**src/memreq_params.svh**
```systemverilog
`ifndef MEMREQ_PARAMS_SVH
`define MEMREQ_PARAMS_SVH

`define MEMREQ_ADDR_WIDTH 28  // Byte address into memory
`define MEMREQ_ID_WIDTH 4
`define MEMREQ_DATA_WIDTH 32
`define MEMREQ_STROBES 4      // Bytes per word
`define MEMREQ_HDR_BYTES 6

`endif

```
**src/memreq_axi_pkg.sv**
```systemverilog
package memreq_axi_pkg;

  localparam logic [1:0] RESP_OKAY = 2'b00;
  localparam logic [1:0] BURST_INCR = 2'b01;  // Tied off at the top level

endpackage

```
**src/memreq_link_pkg.sv**
```systemverilog
package memreq_link_pkg;

  // Request opcodes
  localparam logic [7:0] OP_STORE = 8'h01;
  localparam logic [7:0] OP_FETCH = 8'h80;

  // Reply codes, bit 7 set on read replies
  localparam logic [7:0] RES_WDONE = 8'h02;
  localparam logic [7:0] RES_WFAIL = 8'h03;
  localparam logic [7:0] RES_RDATA = 8'h81;
  localparam logic [7:0] RES_RFAIL = 8'h82;

  typedef struct packed {
    logic       is_read;
    logic [6:0] code;
  } cmd_fields_t;

  // Command or reply byte, either whole or split into fields
  typedef union packed {
    logic [7:0]  opcode;
    cmd_fields_t f;
  } cmd_byte_u;

endpackage

```
**src/memreq_top.sv**
```systemverilog
`timescale 1ns/1ps
`include "memreq_params.svh"

module memreq_top
  import memreq_axi_pkg::*;
(
  input  logic                          bus_clock,
  input  logic                          bus_reset,
  // Link input
  input  logic                          s_tvalid_i,
  output logic                          s_tready_o,
  input  logic                          s_tlast_i,
  input  logic [7:0]                    s_tdata_i,
  // Link output
  output logic                          m_tvalid_o,
  input  logic                          m_tready_i,
  output logic                          m_tlast_o,
  output logic [7:0]                    m_tdata_o,
  // AXI write
  output logic                          awvalid_o,
  input  logic                          awready_i,
  output logic [`MEMREQ_ADDR_WIDTH-1:0] awaddr_o,
  output logic [`MEMREQ_ID_WIDTH-1:0]   awid_o,
  output logic [7:0]                    awlen_o,
  output logic [1:0]                    awburst_o,
  output logic                          wvalid_o,
  input  logic                          wready_i,
  output logic                          wlast_o,
  output logic [`MEMREQ_STROBES-1:0]    wstrb_o,
  output logic [`MEMREQ_DATA_WIDTH-1:0] wdata_o,
  input  logic                          bvalid_i,
  output logic                          bready_o,
  input  logic [1:0]                    bresp_i,
  input  logic [`MEMREQ_ID_WIDTH-1:0]   bid_i,
  // AXI read
  output logic                          arvalid_o,
  input  logic                          arready_i,
  output logic [`MEMREQ_ADDR_WIDTH-1:0] araddr_o,
  output logic [`MEMREQ_ID_WIDTH-1:0]   arid_o,
  output logic [7:0]                    arlen_o,
  output logic [1:0]                    arburst_o,
  input  logic                          rvalid_i,
  output logic                          rready_o,
  input  logic                          rlast_i,
  input  logic [1:0]                    rresp_i,
  input  logic [`MEMREQ_ID_WIDTH-1:0]   rid_i,
  input  logic [`MEMREQ_DATA_WIDTH-1:0] rdata_i
);

  logic                          wr_start, rd_start;
  logic [`MEMREQ_ADDR_WIDTH-1:0] req_addr;
  logic [7:0]                    req_len;
  logic [`MEMREQ_ID_WIDTH-1:0]   req_id;
  logic                          pay_valid, pay_ready, pay_last;
  logic [7:0]                    pay_data;
  logic                          wr_resp_valid, wr_resp_ok;
  logic [`MEMREQ_ID_WIDTH-1:0]   wr_resp_id;
  logic                          rd_status_valid, rd_status_ok;
  logic [`MEMREQ_ID_WIDTH-1:0]   rd_status_id;
  logic                          rd_byte_valid, rd_byte_ready, rd_byte_last;
  logic [7:0]                    rd_byte_data;
  logic                          reply_done;

  // Only full-word incrementing bursts
  assign awburst_o = BURST_INCR;
  assign arburst_o = BURST_INCR;
  assign wstrb_o   = {`MEMREQ_STROBES{1'b1}};

  request_decoder i_request_decoder (
    .bus_clock(bus_clock), .bus_reset(bus_reset),
    .s_tvalid_i(s_tvalid_i), .s_tready_o(s_tready_o),
    .s_tlast_i(s_tlast_i), .s_tdata_i(s_tdata_i),
    .pay_ready_i(pay_ready), .reply_done_i(reply_done),
    .wr_start_o(wr_start), .rd_start_o(rd_start),
    .req_addr_o(req_addr), .req_len_o(req_len), .req_id_o(req_id),
    .pay_valid_o(pay_valid), .pay_data_o(pay_data), .pay_last_o(pay_last)
  );

  write_burst_engine i_write_burst_engine (
    .bus_clock(bus_clock), .bus_reset(bus_reset),
    .wr_start_i(wr_start), .req_addr_i(req_addr), .req_len_i(req_len), .req_id_i(req_id),
    .pay_valid_i(pay_valid), .pay_data_i(pay_data), .pay_last_i(pay_last),
    .pay_ready_o(pay_ready),
    .awvalid_o(awvalid_o), .awready_i(awready_i),
    .awaddr_o(awaddr_o), .awid_o(awid_o), .awlen_o(awlen_o),
    .wvalid_o(wvalid_o), .wready_i(wready_i), .wdata_o(wdata_o), .wlast_o(wlast_o),
    .bvalid_i(bvalid_i), .bready_o(bready_o), .bresp_i(bresp_i), .bid_i(bid_i),
    .wr_resp_valid_o(wr_resp_valid), .wr_resp_ok_o(wr_resp_ok), .wr_resp_id_o(wr_resp_id)
  );

  read_burst_engine i_read_burst_engine (
    .bus_clock(bus_clock), .bus_reset(bus_reset),
    .rd_start_i(rd_start), .req_addr_i(req_addr), .req_len_i(req_len), .req_id_i(req_id),
    .arvalid_o(arvalid_o), .arready_i(arready_i),
    .araddr_o(araddr_o), .arid_o(arid_o), .arlen_o(arlen_o),
    .rvalid_i(rvalid_i), .rready_o(rready_o), .rlast_i(rlast_i),
    .rresp_i(rresp_i), .rid_i(rid_i), .rdata_i(rdata_i),
    .rd_status_valid_o(rd_status_valid), .rd_status_ok_o(rd_status_ok),
    .rd_status_id_o(rd_status_id),
    .rd_byte_valid_o(rd_byte_valid), .rd_byte_ready_i(rd_byte_ready),
    .rd_byte_data_o(rd_byte_data), .rd_byte_last_o(rd_byte_last)
  );

  response_encoder i_response_encoder (
    .bus_clock(bus_clock), .bus_reset(bus_reset),
    .wr_resp_valid_i(wr_resp_valid), .wr_resp_ok_i(wr_resp_ok), .wr_resp_id_i(wr_resp_id),
    .rd_status_valid_i(rd_status_valid), .rd_status_ok_i(rd_status_ok),
    .rd_status_id_i(rd_status_id),
    .rd_byte_valid_i(rd_byte_valid), .rd_byte_ready_o(rd_byte_ready),
    .rd_byte_data_i(rd_byte_data), .rd_byte_last_i(rd_byte_last),
    .m_tvalid_o(m_tvalid_o), .m_tready_i(m_tready_i),
    .m_tlast_o(m_tlast_o), .m_tdata_o(m_tdata_o),
    .reply_done_o(reply_done)
  );

endmodule

```
**src/read_burst_engine.sv**
```systemverilog
`timescale 1ns/1ps
`include "memreq_params.svh"

module read_burst_engine
  import memreq_axi_pkg::*;
(
  input  logic                          bus_clock,
  input  logic                          bus_reset,
  input  logic                          rd_start_i,
  input  logic [`MEMREQ_ADDR_WIDTH-1:0] req_addr_i,
  input  logic [7:0]                    req_len_i,
  input  logic [`MEMREQ_ID_WIDTH-1:0]   req_id_i,
  output logic                          arvalid_o,
  input  logic                          arready_i,
  output logic [`MEMREQ_ADDR_WIDTH-1:0] araddr_o,
  output logic [`MEMREQ_ID_WIDTH-1:0]   arid_o,
  output logic [7:0]                    arlen_o,
  input  logic                          rvalid_i,
  output logic                          rready_o,
  input  logic                          rlast_i,
  input  logic [1:0]                    rresp_i,
  input  logic [`MEMREQ_ID_WIDTH-1:0]   rid_i,
  input  logic [`MEMREQ_DATA_WIDTH-1:0] rdata_i,
  output logic                          rd_status_valid_o,
  output logic                          rd_status_ok_o,
  output logic [`MEMREQ_ID_WIDTH-1:0]   rd_status_id_o,
  output logic                          rd_byte_valid_o,
  input  logic                          rd_byte_ready_i,
  output logic [7:0]                    rd_byte_data_o,
  output logic                          rd_byte_last_o
);

  localparam int LANE_W = $clog2(`MEMREQ_STROBES);
  localparam logic [LANE_W-1:0] LAST_LANE = LANE_W'(`MEMREQ_STROBES - 1);

  localparam logic [1:0] PH_IDLE = 2'd0;
  localparam logic [1:0] PH_ADDR = 2'd1;
  localparam logic [1:0] PH_DATA = 2'd2;

  logic [1:0]                    phase_q;
  logic [LANE_W-1:0]             lane_q;
  logic                          full_q;
  logic                          first_q;  // Next beat carries the status
  logic                          last_q;
  logic [`MEMREQ_DATA_WIDTH-1:0] word_q;
  logic                          beat_w;
  logic                          byte_w;

  assign beat_w = rvalid_i && rready_o;
  assign byte_w = rd_byte_valid_o && rd_byte_ready_i;

  assign arvalid_o       = phase_q == PH_ADDR;
  assign rready_o        = (phase_q == PH_DATA) && !full_q;
  assign rd_byte_valid_o = full_q;
  assign rd_byte_data_o  = word_q[7:0];
  assign rd_byte_last_o  = last_q && (lane_q == LAST_LANE);

  always_ff @(posedge bus_clock) begin
    if (bus_reset) begin
      phase_q           <= PH_IDLE;
      lane_q            <= '0;
      full_q            <= 1'b0;
      first_q           <= 1'b0;
      rd_status_valid_o <= 1'b0;
    end else begin
      rd_status_valid_o <= 1'b0;
      if (byte_w) begin
        lane_q <= lane_q + LANE_W'(1);
        if (lane_q == LAST_LANE) begin
          full_q <= 1'b0;
        end
      end
      case (phase_q)
        PH_IDLE: begin
          if (rd_start_i) begin
            phase_q <= PH_ADDR;
          end
        end
        PH_ADDR: begin
          if (arready_i) begin
            phase_q <= PH_DATA;
            first_q <= 1'b1;
          end
        end
        default: begin
          if (beat_w) begin
            full_q            <= 1'b1;
            first_q           <= 1'b0;
            rd_status_valid_o <= first_q;
            if (rlast_i) begin
              phase_q <= PH_IDLE;  // Holder still drains its bytes
            end
          end
        end
      endcase
    end
  end

  always_ff @(posedge bus_clock) begin
    if (rd_start_i) begin
      araddr_o <= req_addr_i;
      arid_o   <= req_id_i;
      arlen_o  <= req_len_i;
    end
    if (beat_w) begin
      word_q <= rdata_i;
      last_q <= rlast_i;
    end else if (byte_w) begin
      word_q <= word_q >> 8;  // LSB first
    end
    if (beat_w && first_q) begin
      rd_status_ok_o <= rresp_i == RESP_OKAY;
      rd_status_id_o <= rid_i;
    end
  end

endmodule

```
**src/request_decoder.sv**
```systemverilog
`timescale 1ns/1ps
`include "memreq_params.svh"

module request_decoder
  import memreq_link_pkg::*;
(
  input  logic                          bus_clock,
  input  logic                          bus_reset,
  input  logic                          s_tvalid_i,
  output logic                          s_tready_o,
  input  logic                          s_tlast_i,
  input  logic [7:0]                    s_tdata_i,
  input  logic                          pay_ready_i,
  input  logic                          reply_done_i,
  output logic                          wr_start_o,
  output logic                          rd_start_o,
  output logic [`MEMREQ_ADDR_WIDTH-1:0] req_addr_o,
  output logic [7:0]                    req_len_o,
  output logic [`MEMREQ_ID_WIDTH-1:0]   req_id_o,
  output logic                          pay_valid_o,
  output logic [7:0]                    pay_data_o,
  output logic                          pay_last_o
);

  localparam logic [1:0] ST_HDR   = 2'd0;
  localparam logic [1:0] ST_PAY   = 2'd1;
  localparam logic [1:0] ST_WAIT  = 2'd2;  // Until the reply is out
  localparam logic [1:0] ST_DRAIN = 2'd3;  // Unknown opcode, skip to tlast

  logic [1:0] state_q;
  logic [2:0] idx_q;
  cmd_byte_u  cmd_q;
  logic       known_w;
  logic       take_w;
  logic       hdr_end_w;

  assign known_w   = (cmd_q.opcode == OP_STORE) || (cmd_q.opcode == OP_FETCH);
  assign take_w    = s_tvalid_i && s_tready_o;
  assign hdr_end_w = idx_q == 3'(`MEMREQ_HDR_BYTES - 1);

  always_comb begin
    case (state_q)
      ST_HDR, ST_DRAIN: s_tready_o = 1'b1;
      ST_PAY:           s_tready_o = pay_ready_i;  // Write engine back-pressure
      default:          s_tready_o = 1'b0;
    endcase
  end

  // Payload passes straight through
  assign pay_valid_o = (state_q == ST_PAY) && s_tvalid_i;
  assign pay_data_o  = s_tdata_i;
  assign pay_last_o  = s_tlast_i;

  always_ff @(posedge bus_clock) begin
    if (state_q == ST_HDR && take_w) begin
      case (idx_q)
        3'd0:    cmd_q.opcode <= s_tdata_i;
        3'd1:    req_len_o <= s_tdata_i;
        3'd2:    req_addr_o[7:0] <= s_tdata_i;
        3'd3:    req_addr_o[15:8] <= s_tdata_i;
        3'd4:    req_addr_o[23:16] <= s_tdata_i;
        default: {req_id_o, req_addr_o[`MEMREQ_ADDR_WIDTH-1:24]} <= s_tdata_i;
      endcase
    end
  end

  always_ff @(posedge bus_clock) begin
    if (bus_reset) begin
      state_q    <= ST_HDR;
      idx_q      <= 3'd0;
      wr_start_o <= 1'b0;
      rd_start_o <= 1'b0;
    end else begin
      wr_start_o <= 1'b0;
      rd_start_o <= 1'b0;
      case (state_q)
        ST_HDR: begin
          if (take_w) begin
            idx_q <= idx_q + 3'd1;
            if (hdr_end_w && known_w) begin
              idx_q      <= 3'd0;
              wr_start_o <= !cmd_q.f.is_read;
              rd_start_o <= cmd_q.f.is_read;
              state_q    <= cmd_q.f.is_read ? ST_WAIT : ST_PAY;
            end else if (s_tlast_i) begin
              idx_q <= 3'd0;  // Short frame, nothing to do
            end else if (hdr_end_w) begin
              idx_q   <= 3'd0;
              state_q <= ST_DRAIN;
            end
          end
        end
        ST_PAY: begin
          if (take_w && s_tlast_i) begin
            state_q <= ST_WAIT;
          end
        end
        ST_WAIT: begin
          if (reply_done_i) begin
            state_q <= ST_HDR;
          end
        end
        default: begin
          if (take_w && s_tlast_i) begin
            state_q <= ST_HDR;
          end
        end
      endcase
    end
  end

endmodule

```
**src/response_encoder.sv**
```systemverilog
`timescale 1ns/1ps
`include "memreq_params.svh"

module response_encoder
  import memreq_link_pkg::*;
(
  input  logic                        bus_clock,
  input  logic                        bus_reset,
  input  logic                        wr_resp_valid_i,
  input  logic                        wr_resp_ok_i,
  input  logic [`MEMREQ_ID_WIDTH-1:0] wr_resp_id_i,
  input  logic                        rd_status_valid_i,
  input  logic                        rd_status_ok_i,
  input  logic [`MEMREQ_ID_WIDTH-1:0] rd_status_id_i,
  input  logic                        rd_byte_valid_i,
  output logic                        rd_byte_ready_o,
  input  logic [7:0]                  rd_byte_data_i,
  input  logic                        rd_byte_last_i,
  output logic                        m_tvalid_o,
  input  logic                        m_tready_i,
  output logic                        m_tlast_o,
  output logic [7:0]                  m_tdata_o,
  output logic                        reply_done_o
);

  localparam int ID_PAD = 8 - `MEMREQ_ID_WIDTH;

  localparam logic [1:0] EN_IDLE = 2'd0;
  localparam logic [1:0] EN_CODE = 2'd1;
  localparam logic [1:0] EN_ID   = 2'd2;
  localparam logic [1:0] EN_DATA = 2'd3;

  logic [1:0] state_q;
  cmd_byte_u  code_q;  // is_read picks the read reply path
  logic [7:0] id_q;

  always_comb begin
    m_tvalid_o = 1'b0;
    m_tlast_o  = 1'b0;
    m_tdata_o  = rd_byte_data_i;
    case (state_q)
      EN_CODE: begin
        m_tvalid_o = 1'b1;
        m_tdata_o  = code_q.opcode;
      end
      EN_ID: begin
        m_tvalid_o = 1'b1;
        m_tlast_o  = !code_q.f.is_read;  // Writes end on the ID byte
        m_tdata_o  = id_q;
      end
      EN_DATA: begin
        m_tvalid_o = rd_byte_valid_i;
        m_tlast_o  = rd_byte_last_i;
      end
      default: m_tvalid_o = 1'b0;
    endcase
  end

  assign rd_byte_ready_o = (state_q == EN_DATA) && m_tready_i;
  assign reply_done_o    = m_tvalid_o && m_tready_i && m_tlast_o;

  always_ff @(posedge bus_clock) begin
    if (bus_reset) begin
      state_q <= EN_IDLE;
    end else begin
      case (state_q)
        EN_IDLE: begin
          if (wr_resp_valid_i || rd_status_valid_i) begin
            state_q <= EN_CODE;
          end
        end
        EN_CODE: begin
          if (m_tready_i) begin
            state_q <= EN_ID;
          end
        end
        EN_ID: begin
          if (m_tready_i) begin
            state_q <= code_q.f.is_read ? EN_DATA : EN_IDLE;
          end
        end
        default: begin
          if (reply_done_o) begin
            state_q <= EN_IDLE;
          end
        end
      endcase
    end
  end

  // Reply bytes load while idle and hold once the reply starts
  always_ff @(posedge bus_clock) begin
    if (state_q == EN_IDLE) begin
      if (rd_status_valid_i) begin
        code_q.opcode <= rd_status_ok_i ? RES_RDATA : RES_RFAIL;
        id_q          <= {{ID_PAD{1'b0}}, rd_status_id_i};
      end else begin
        code_q.opcode <= wr_resp_ok_i ? RES_WDONE : RES_WFAIL;
        id_q          <= {{ID_PAD{1'b0}}, wr_resp_id_i};
      end
    end
  end

endmodule

```
**src/write_burst_engine.sv**
```systemverilog
`timescale 1ns/1ps
`include "memreq_params.svh"

module write_burst_engine
  import memreq_axi_pkg::*;
(
  input  logic                          bus_clock,
  input  logic                          bus_reset,
  input  logic                          wr_start_i,
  input  logic [`MEMREQ_ADDR_WIDTH-1:0] req_addr_i,
  input  logic [7:0]                    req_len_i,
  input  logic [`MEMREQ_ID_WIDTH-1:0]   req_id_i,
  input  logic                          pay_valid_i,
  input  logic [7:0]                    pay_data_i,
  input  logic                          pay_last_i,
  output logic                          pay_ready_o,
  output logic                          awvalid_o,
  input  logic                          awready_i,
  output logic [`MEMREQ_ADDR_WIDTH-1:0] awaddr_o,
  output logic [`MEMREQ_ID_WIDTH-1:0]   awid_o,
  output logic [7:0]                    awlen_o,
  output logic                          wvalid_o,
  input  logic                          wready_i,
  output logic [`MEMREQ_DATA_WIDTH-1:0] wdata_o,
  output logic                          wlast_o,
  input  logic                          bvalid_i,
  output logic                          bready_o,
  input  logic [1:0]                    bresp_i,
  input  logic [`MEMREQ_ID_WIDTH-1:0]   bid_i,
  output logic                          wr_resp_valid_o,
  output logic                          wr_resp_ok_o,
  output logic [`MEMREQ_ID_WIDTH-1:0]   wr_resp_id_o
);

  localparam int LANE_W = $clog2(`MEMREQ_STROBES);
  localparam logic [LANE_W-1:0] LAST_LANE = LANE_W'(`MEMREQ_STROBES - 1);

  localparam logic [1:0] PH_IDLE = 2'd0;
  localparam logic [1:0] PH_ADDR = 2'd1;
  localparam logic [1:0] PH_DATA = 2'd2;
  localparam logic [1:0] PH_RESP = 2'd3;

  logic [1:0]        phase_q;
  logic [LANE_W-1:0] lane_q;
  logic              full_q;  // Word waiting on wready

  assign awvalid_o   = phase_q == PH_ADDR;
  assign pay_ready_o = (phase_q == PH_DATA) && !full_q;
  assign wvalid_o    = full_q;
  assign bready_o    = phase_q == PH_RESP;

  always_ff @(posedge bus_clock) begin
    if (bus_reset) begin
      phase_q         <= PH_IDLE;
      lane_q          <= '0;
      full_q          <= 1'b0;
      wr_resp_valid_o <= 1'b0;
    end else begin
      wr_resp_valid_o <= 1'b0;
      case (phase_q)
        PH_IDLE: begin
          if (wr_start_i) begin
            phase_q <= PH_ADDR;
            lane_q  <= '0;
          end
        end
        PH_ADDR: begin
          if (awready_i) begin
            phase_q <= PH_DATA;
          end
        end
        PH_DATA: begin
          if (pay_valid_i && pay_ready_o) begin
            lane_q <= lane_q + LANE_W'(1);
            full_q <= lane_q == LAST_LANE;
          end
          if (wvalid_o && wready_i) begin
            full_q <= 1'b0;
            if (wlast_o) begin
              phase_q <= PH_RESP;
            end
          end
        end
        default: begin
          if (bvalid_i) begin
            phase_q         <= PH_IDLE;
            wr_resp_valid_o <= 1'b1;
          end
        end
      endcase
    end
  end

  always_ff @(posedge bus_clock) begin
    if (wr_start_i) begin
      awaddr_o <= req_addr_i;
      awid_o   <= req_id_i;
      awlen_o  <= req_len_i;
    end
    // Little-endian, first byte ends up in bits 7:0
    if (pay_valid_i && pay_ready_o) begin
      wdata_o <= {pay_data_i, wdata_o[`MEMREQ_DATA_WIDTH-1:8]};
      wlast_o <= pay_last_i;
    end
    if (bvalid_i && bready_o) begin
      wr_resp_ok_o <= bresp_i == RESP_OKAY;
      wr_resp_id_o <= bid_i;
    end
  end

endmodule
```
**config.mk**
```make
export PLATFORM = sky130hd
export DESIGN_NAME = memreq_top
export DESIGN_NICKNAME = d
export VERILOG_FILES = /design/src/memreq_axi_pkg.sv /design/src/memreq_link_pkg.sv /design/src/memreq_top.sv /design/src/read_burst_engine.sv /design/src/request_decoder.sv /design/src/response_encoder.sv /design/src/write_burst_engine.sv
export VERILOG_INCLUDE_DIRS = /design/src /design/src/src
export SDC_FILE = /design/constraint.sdc
export NUM_CORES = 1
export LEC_CHECK = 0
export ABC_AREA = 1
export BUFFER_PORTS_ARGS = -buffer_cell sky130_fd_sc_hd__buf_2
export CAP_MARGIN = 20
export CORE_MARGIN = 3
export CORE_UTILIZATION = 50
export DETAILED_ROUTE_END_ITERATION = 7
export PLACE_DENSITY_LB_ADDON = 0.25
export SLEW_MARGIN = 20
export SYNTH_ARGS = -nofsm -noshare
export SYNTH_HDL_FRONTEND = slang
export SYNTH_SLANG_ARGS = --single-unit
```
**constraint.sdc**
```tcl
create_clock -name bus_clock -period 6.55 [get_ports bus_clock]
set_input_delay 0.3275 -clock bus_clock [delete_from_list [all_inputs] [get_ports bus_clock]]
set_output_delay 0.3275 -clock bus_clock [all_outputs]
set_load 0.02 [all_outputs]
```
# Word-level counts from Yosys, hierarchy flattened
# Cells that the tools add are included.
dict set report classes {
  addsub 3
  mul 0
  div_mod_pow 0
  magnitude_cmp 0
  eq_ne 35
  shift 0
  mux 51
  bitwise 6
  reduce_logical 60
}
# operator n
set ops {}
lappend ops {{32-bit two-way mux} 2}
lappend ops {{2-bit two-way mux} 24}
lappend ops {{2-bit == test, second input constant} 9}
lappend ops {{2-bit one-hot mux with 3 select lines} 3}
lappend ops {{1-bit logical AND} 17}
lappend ops {{8-bit one-hot mux with 2 select lines} 1}
lappend ops {{2-bit AND reduction} 8}
lappend ops {{2-bit inequality test, second input constant} 7}
lappend ops {{2-bit zero test} 6}
lappend ops {{2-bit by 1-bit inequality test with 1-bit output, second input constant} 6}
lappend ops {{4-bit OR reduction} 3}
lappend ops {{1-bit two-way mux} 10}
lappend ops {{3-bit two-way mux} 3}
lappend ops {{3-bit nonzero test} 3}
lappend ops {{2-bit by 1-bit == test with 1-bit output, second input constant} 4}
lappend ops {{8-bit by 1-bit == test with 1-bit output, second input constant} 1}
lappend ops {{8-bit == test, second input constant} 1}
lappend ops {{8-bit two-way mux} 1}
lappend ops {{1-bit one-hot mux with 2 select lines} 4}
lappend ops {{2-bit one-hot mux with 2 select lines} 2}
lappend ops {{4-bit AND reduction} 2}
lappend ops {{2-bit nonzero test} 4}
lappend ops {{4-bit nonzero test} 2}
lappend ops {{3-bit by 2-bit == test with 1-bit output, second input constant} 2}
lappend ops {{other kinds (16)} 30}
dict set report totals {
  register_bits 242
  latch_bits 0
  ram_bits 0
  rom_bits 0
  input_bits 63
  output_inout_bits 137
  wordCells 192
  memories 0
}

# Logic depth before layout (Yosys ltp)
dict set report logic_depth {
  depth_word 7
  ltp_mapped 12
  mapped_depth_nobuf 11
}

# By module
# From an unflattened synthesis, not the netlist that was laid out.
dict set report hier_totals {
  cells_unflattened 612
  hier_area_um2 8735.9
}
# mod n_inst cells_each area_each_um2
set by_module_without_submodules {}
lappend by_module_without_submodules {read_burst_engine 1 225 3111.7}
lappend by_module_without_submodules {write_burst_engine 1 152 2817.7}
lappend by_module_without_submodules {request_decoder 1 144 2083.2}
lappend by_module_without_submodules {response_encoder 1 81 655.6}
lappend by_module_without_submodules {memreq_top 1 10 67.6}

# Least setup slack after synthesis
# No wires, ideal clock.
dict set report synth_path {
  path_kind {register -> register}
  from {register i_write_burst_engine.phase_q[0]}
  to {register i_request_decoder.cmd_q[0] (netlist bit), enable pin}
  t_arrival_ns 1.986
  path_slack_ns 4.180
  path_stages_with_launch 9
  n_path_buf 2
  synth_period_minus_slack_ns 2.370
  cell_sequence {dfxtp_1 -> inv_1 -> ha_1 -> buf_4 -> nand3_2 -> a21oi_2 -> nand3_2 -> buf_2 -> nor3_1}
}
dict set report synth_between {
  elab_chain_cells 6
}
# element line_no
set synth_lines {}
lappend synth_lines {{start: declaration} write_burst_engine.sv:43} ;# logic [1:0] phase_q;
lappend synth_lines {{start signal: assignment} write_burst_engine.sv:54} ;# phase_q <= PH_IDLE;
lappend synth_lines {{start signal: assignment} write_burst_engine.sv:63} ;# phase_q <= PH_ADDR;
lappend synth_lines {{start signal: assignment} write_burst_engine.sv:69} ;# phase_q <= PH_DATA;
lappend synth_lines {{2-bit == test} write_burst_engine.sv:48} ;# assign pay_ready_o = (phase_q == PH_DATA) && !full_q;
lappend synth_lines {{1-bit logical AND} write_burst_engine.sv:48}
lappend synth_lines {{1-bit one-hot mux with 2 select lines} request_decoder.sv:42} ;# case (state_q)
lappend synth_lines {{named net s_tready_o} memreq_top.sv:11} ;# output logic s_tready_o,
lappend synth_lines {{1-bit logical AND} request_decoder.sv:38} ;# assign take_w = s_tvalid_i && s_tready_o;
lappend synth_lines {{1-bit logical AND} request_decoder.sv:55} ;# if (state_q == ST_HDR && take_w) begin
lappend synth_lines {{2-bit AND reduction (no line)} -}
lappend synth_lines {{end: declaration} request_decoder.sv:32} ;# cmd_byte_u cmd_q;
# The timed path passes the listed nets, and every way through them passes these cells.
# A chain may end at the register's enable or synchronous reset.

# Worst setup path in the final report
dict set report layout_path {
  from {register i_write_burst_engine.phase_q[0]}
  to {register i_request_decoder.cmd_q[7] (netlist bit), enable pin}
}
dict set report layout_between {
  elab_chain_cells 6
}
# element line_no
set layout_lines {}
lappend layout_lines {{2-bit == test} write_burst_engine.sv:48}
lappend layout_lines {{1-bit logical AND} write_burst_engine.sv:48}
lappend layout_lines {{1-bit one-hot mux with 2 select lines} request_decoder.sv:42}
lappend layout_lines {{1-bit logical AND} request_decoder.sv:38}
lappend layout_lines {{1-bit logical AND} request_decoder.sv:55}
lappend layout_lines {{2-bit AND reduction (no line)} -}
# No other way between the ends.

==> out/qor.yml <==
run_status:
  status: "finished clean"
sta:
  period_needed_ns: 2.58
  setup_viol: 0
  rsz0062_at_grt: "false"
  finalHoldViolCount: 0
  relSlewSlack_pct: 29.2
  fmax_ghz: 0.387
  timing.setup.tns_ns: 0
  tightest_slew_ns: 1.06
  finClkSkew_ns: 0.0105
  slew_viol_final: 0
  timing.final.crit_share_pct: 39.4
clocking:
  clkTransAtPathRegs_ns: 0.06
  cts_tree: "yes"
  cts_buffers: 24
  post_cts_buffers: 0
  cts_sinks: 233
  clock_latency_ns: 0.49
  htree_levels: 1
  clk_path_buf_depth: 3
  cts-root-buf: "clkbuf_16"
die:
  ios: 200
  core.rowCount: 46
  start_util_pct: 52.1
  dieHeight_microns: 136
  fp.dieW_microns: 136
  core_area_sq_um: 16200
  die-area_sq_um: 18400
critical_path:
  path_cells: "inv_1 > ha_1 > nand3_2 > a21oi_2 > nand3_2 > nor3_1"
  start_kind: "flip-flop"
  path_max_fanout: 14
  path_common_cell: "nand3_2"
  crit_slowest_cell: "nor3_1"
  cp_top_family: "simple AND/OR/NAND/NOR gates"
  cp.arrival_ns: 2.69
  crit_type: "flip-flop to flip-flop"
  required_ns: 6.66
  cp-end-kind: "flip-flop"
  critPathMaxStageDelay_ns: 0.87
  critPathBufInv: 1
final_layout:
  synthToLayoutAreaGrowth_pct: 23.1
  finish.net_count: 862
  final_layout_size_suffix_gt1_share_pct: 31.1
  insertedDiodeCount: 0
  design_area_sq_um: 10400
logic_synthesis:
  netlist_area_sq_um: 8420
  yosys.area.top_type: "edfxtp_1"
  synth.top_cell.area_share_pct: 75.2
  synth_area_leaders: "edfxtp_1 75%, nand2_1 5.7%, dfxtp_1 5.2%"
  synthCells: 570
  synthDistinctLibCells: 32
  synth_area_per_cell_sq_um: 14.8
  synthFlopType: "edfxtp_1"
  post-synth-top-count-cell: "edfxtp_1"
  synth-edff-count: 211
  seq_area_frac_synth_pct: 80.5
  ys_warn_count: 0
  async_flop_share_pct: 0
  synth_top_cells_by_count: "211 x edfxtp_1, 127 x nand2_1, 50 x inv_1, 40 x nor2_1, 22 x dfxtp_1"
  ys_ff_latch: 233
routing:
  viasPerCell: 4.90
  drtIter0Drc: 301
  drt_wl_total_microns: 16700
  routedWlPerCell_microns: 16.5
  postRouteAntennaNets: 0
  drt_pass1_iterations: 4
  drcViolationCount: 0
  vias: 4982
placement:
  place_hpwl_microns: 11600
  gp_congestion: 0.837
  port_buffers: 191
  dpl_cell_area_sq_um: 9580
global_routing:
  antenna_found_initial: 0
  grt_pass1_wl_microns: 25700
  grtUsageTotal_pct: 18.0
  overflow: 0
  grt_pass1_vias: 4933
  grt_max_degree: 42
run:
  max_cap_viol_count: 0
power:
  seqPwrFrac_pct: 50.0
  power_density_nw_per_um2: 362
  p_leak_nw: 4.14
  pwr-share-comb_pct: 17.9
  intPower_mw: 2.70
  vdd_drop_max_v: 0.000247
  pwr-share-clk_pct: 32.1
  p_sw_mw: 1.05
  power_switching_share_pct: 28.0
hold_path:
  hp-class: "primary input to flip-flop"
==> cell families (layout without fill, tap and decap cells) <==
| family | count (synthesis) | after routing | synth area share, % |
|---|---|---|---|
| adders and majority gates | 15 | 15 | 2.23 |
| xor gates and xnor gates | 1 | 1 | 0.104 |
| and+or+nand+nor | 208 | 208 | 10.6 |
| other | 2 | 8 | 0.0892 |
| AOI/OAI and AO/OA | 40 | 40 | 2.73 |
| buffers and inverters | 71 | 295 | 3.77 |
| DFF | 233 | 233 | 80.5 |
==> repair_timing <==
action | 4_1_cts | 5_1_grt
setup endpoints to repair | 0 | 0
hold buffers | 8 | 0
resized for setup | 0 | 0
endpoints found under the hold margin | 8 | 0
==> worst reg2reg max path: stages (launching register included) <==
cell and delay (ns):
dfxtp_1 0.34, inv_1 0.09, ha_1 0.31, nand3_2 0.13
a21oi_2 0.18, nand3_2 0.28, nor3_1 0.87
==> final timing paths <==
kind	startpoint	endpoint	slack, ns	cells past startpoint
worst max-delay path	i_write_burst_engine.phase_q[0]	i_request_decoder.cmd_q[7]	3.97	6
worst min-delay path	rlast_i	i_read_burst_engine.last_q	0.05	1
worst max register to register	i_write_burst_engine.phase_q[0]	i_request_decoder.cmd_q[7]	3.97	6
worst min register to register	i_request_decoder.req_addr_o[21]	i_write_burst_engine.awaddr_o[21]	0.44	0
==> placed cells by master, fill, tap and decap left out, types with 4 or more instances in the layout <==
master / instances
a21oi_1: 20
buf_2: 191
clkbuf_16: 25
clkinv_1: 7
clkinv_2: 4
conb_1: 8
dfxtp_1: 20
dlygate4sd3_1: 8
edfxtp_1: 211
ha_1: 15
inv_1: 50
nand2_1: 127
nand3_1: 16
nand3_2: 4
nand4_1: 4
nor2_1: 40
nor3_2: 5
o21ai_0: 12
==> flip-flops by register name, summed over array words and instances, names as in the netlist, 3 cells and up <==
signal and count:
i_write_burst_engine.awlen_o 8, i_request_decoder.req_id_o 4, i_read_burst_engine.araddr_o 28, i_request_decoder.cmd_q 8, i_request_decoder.idx_q 3, i_write_burst_engine.awid_o 4
i_read_burst_engine.rd_status_id_o 4, i_request_decoder.req_len_o 8, i_request_decoder.req_addr_o 28, i_write_burst_engine.wr_resp_id_o 4, i_read_burst_engine.arlen_o 8, i_response_encoder.code_q 3
i_read_burst_engine.word_q 32, i_write_burst_engine.wdata_o 32, i_write_burst_engine.awaddr_o 28, i_read_burst_engine.arid_o 4, i_response_encoder.id_q 4
==> through the flow <==
stage / hold WS (ns) / util [%] / power, mW / instances / setup WS (ns)
CTS: 0.0267 / 64.1 / 3.78 / 1016 / 3.96
global placement: 0.424 / 59.2 / 2.52 / 966 / 4.11
detailed placement: 0.429 / 59.2 / 2.57 / 966 / 3.97
finish: 0.0515 / 64.1 / 3.75 / 1016 / 3.97
global route: 0.0205 / 64.1 / 3.94 / 1016 / 3.76
floorplan: 0.405 / - / 2.38 / 576 / 4.18
==> power groups by stage <==
stage / Sequential [mW] / Clock (mW) / Combinational, mW
after floorplan: 1.89 / 0 / 0.492
after global placement: 1.90 / 0 / 0.625
after detailed placement: 1.91 / 0 / 0.667
after CTS: 1.88 / 1.23 / 0.674
after global routing: 1.89 / 1.30 / 0.749
final: 1.88 / 1.21 / 0.670
==> metal layers <==
metal / vias up / global-route usage, % / wire [microns]
met3: 36 / 4.01 / 1160
met1: 2369 / 22.2 / 6470
met4: 0 / 5.32 / 394
li1: 2394 / - / -
met5: - / 0 / 0
met2: 183 / 32.0 / 8710
==> cell type report <==
type,instances,area [sq um]
flip-flops and latches,233,6780
fillers,1206,5810
multi-input cells,272,1360
repair buffers,201,1050
clock buffers,28,637
well taps,216,270
inverters,52,195
clock inverters,14,73.8
(Power assumes the default switching activity.)
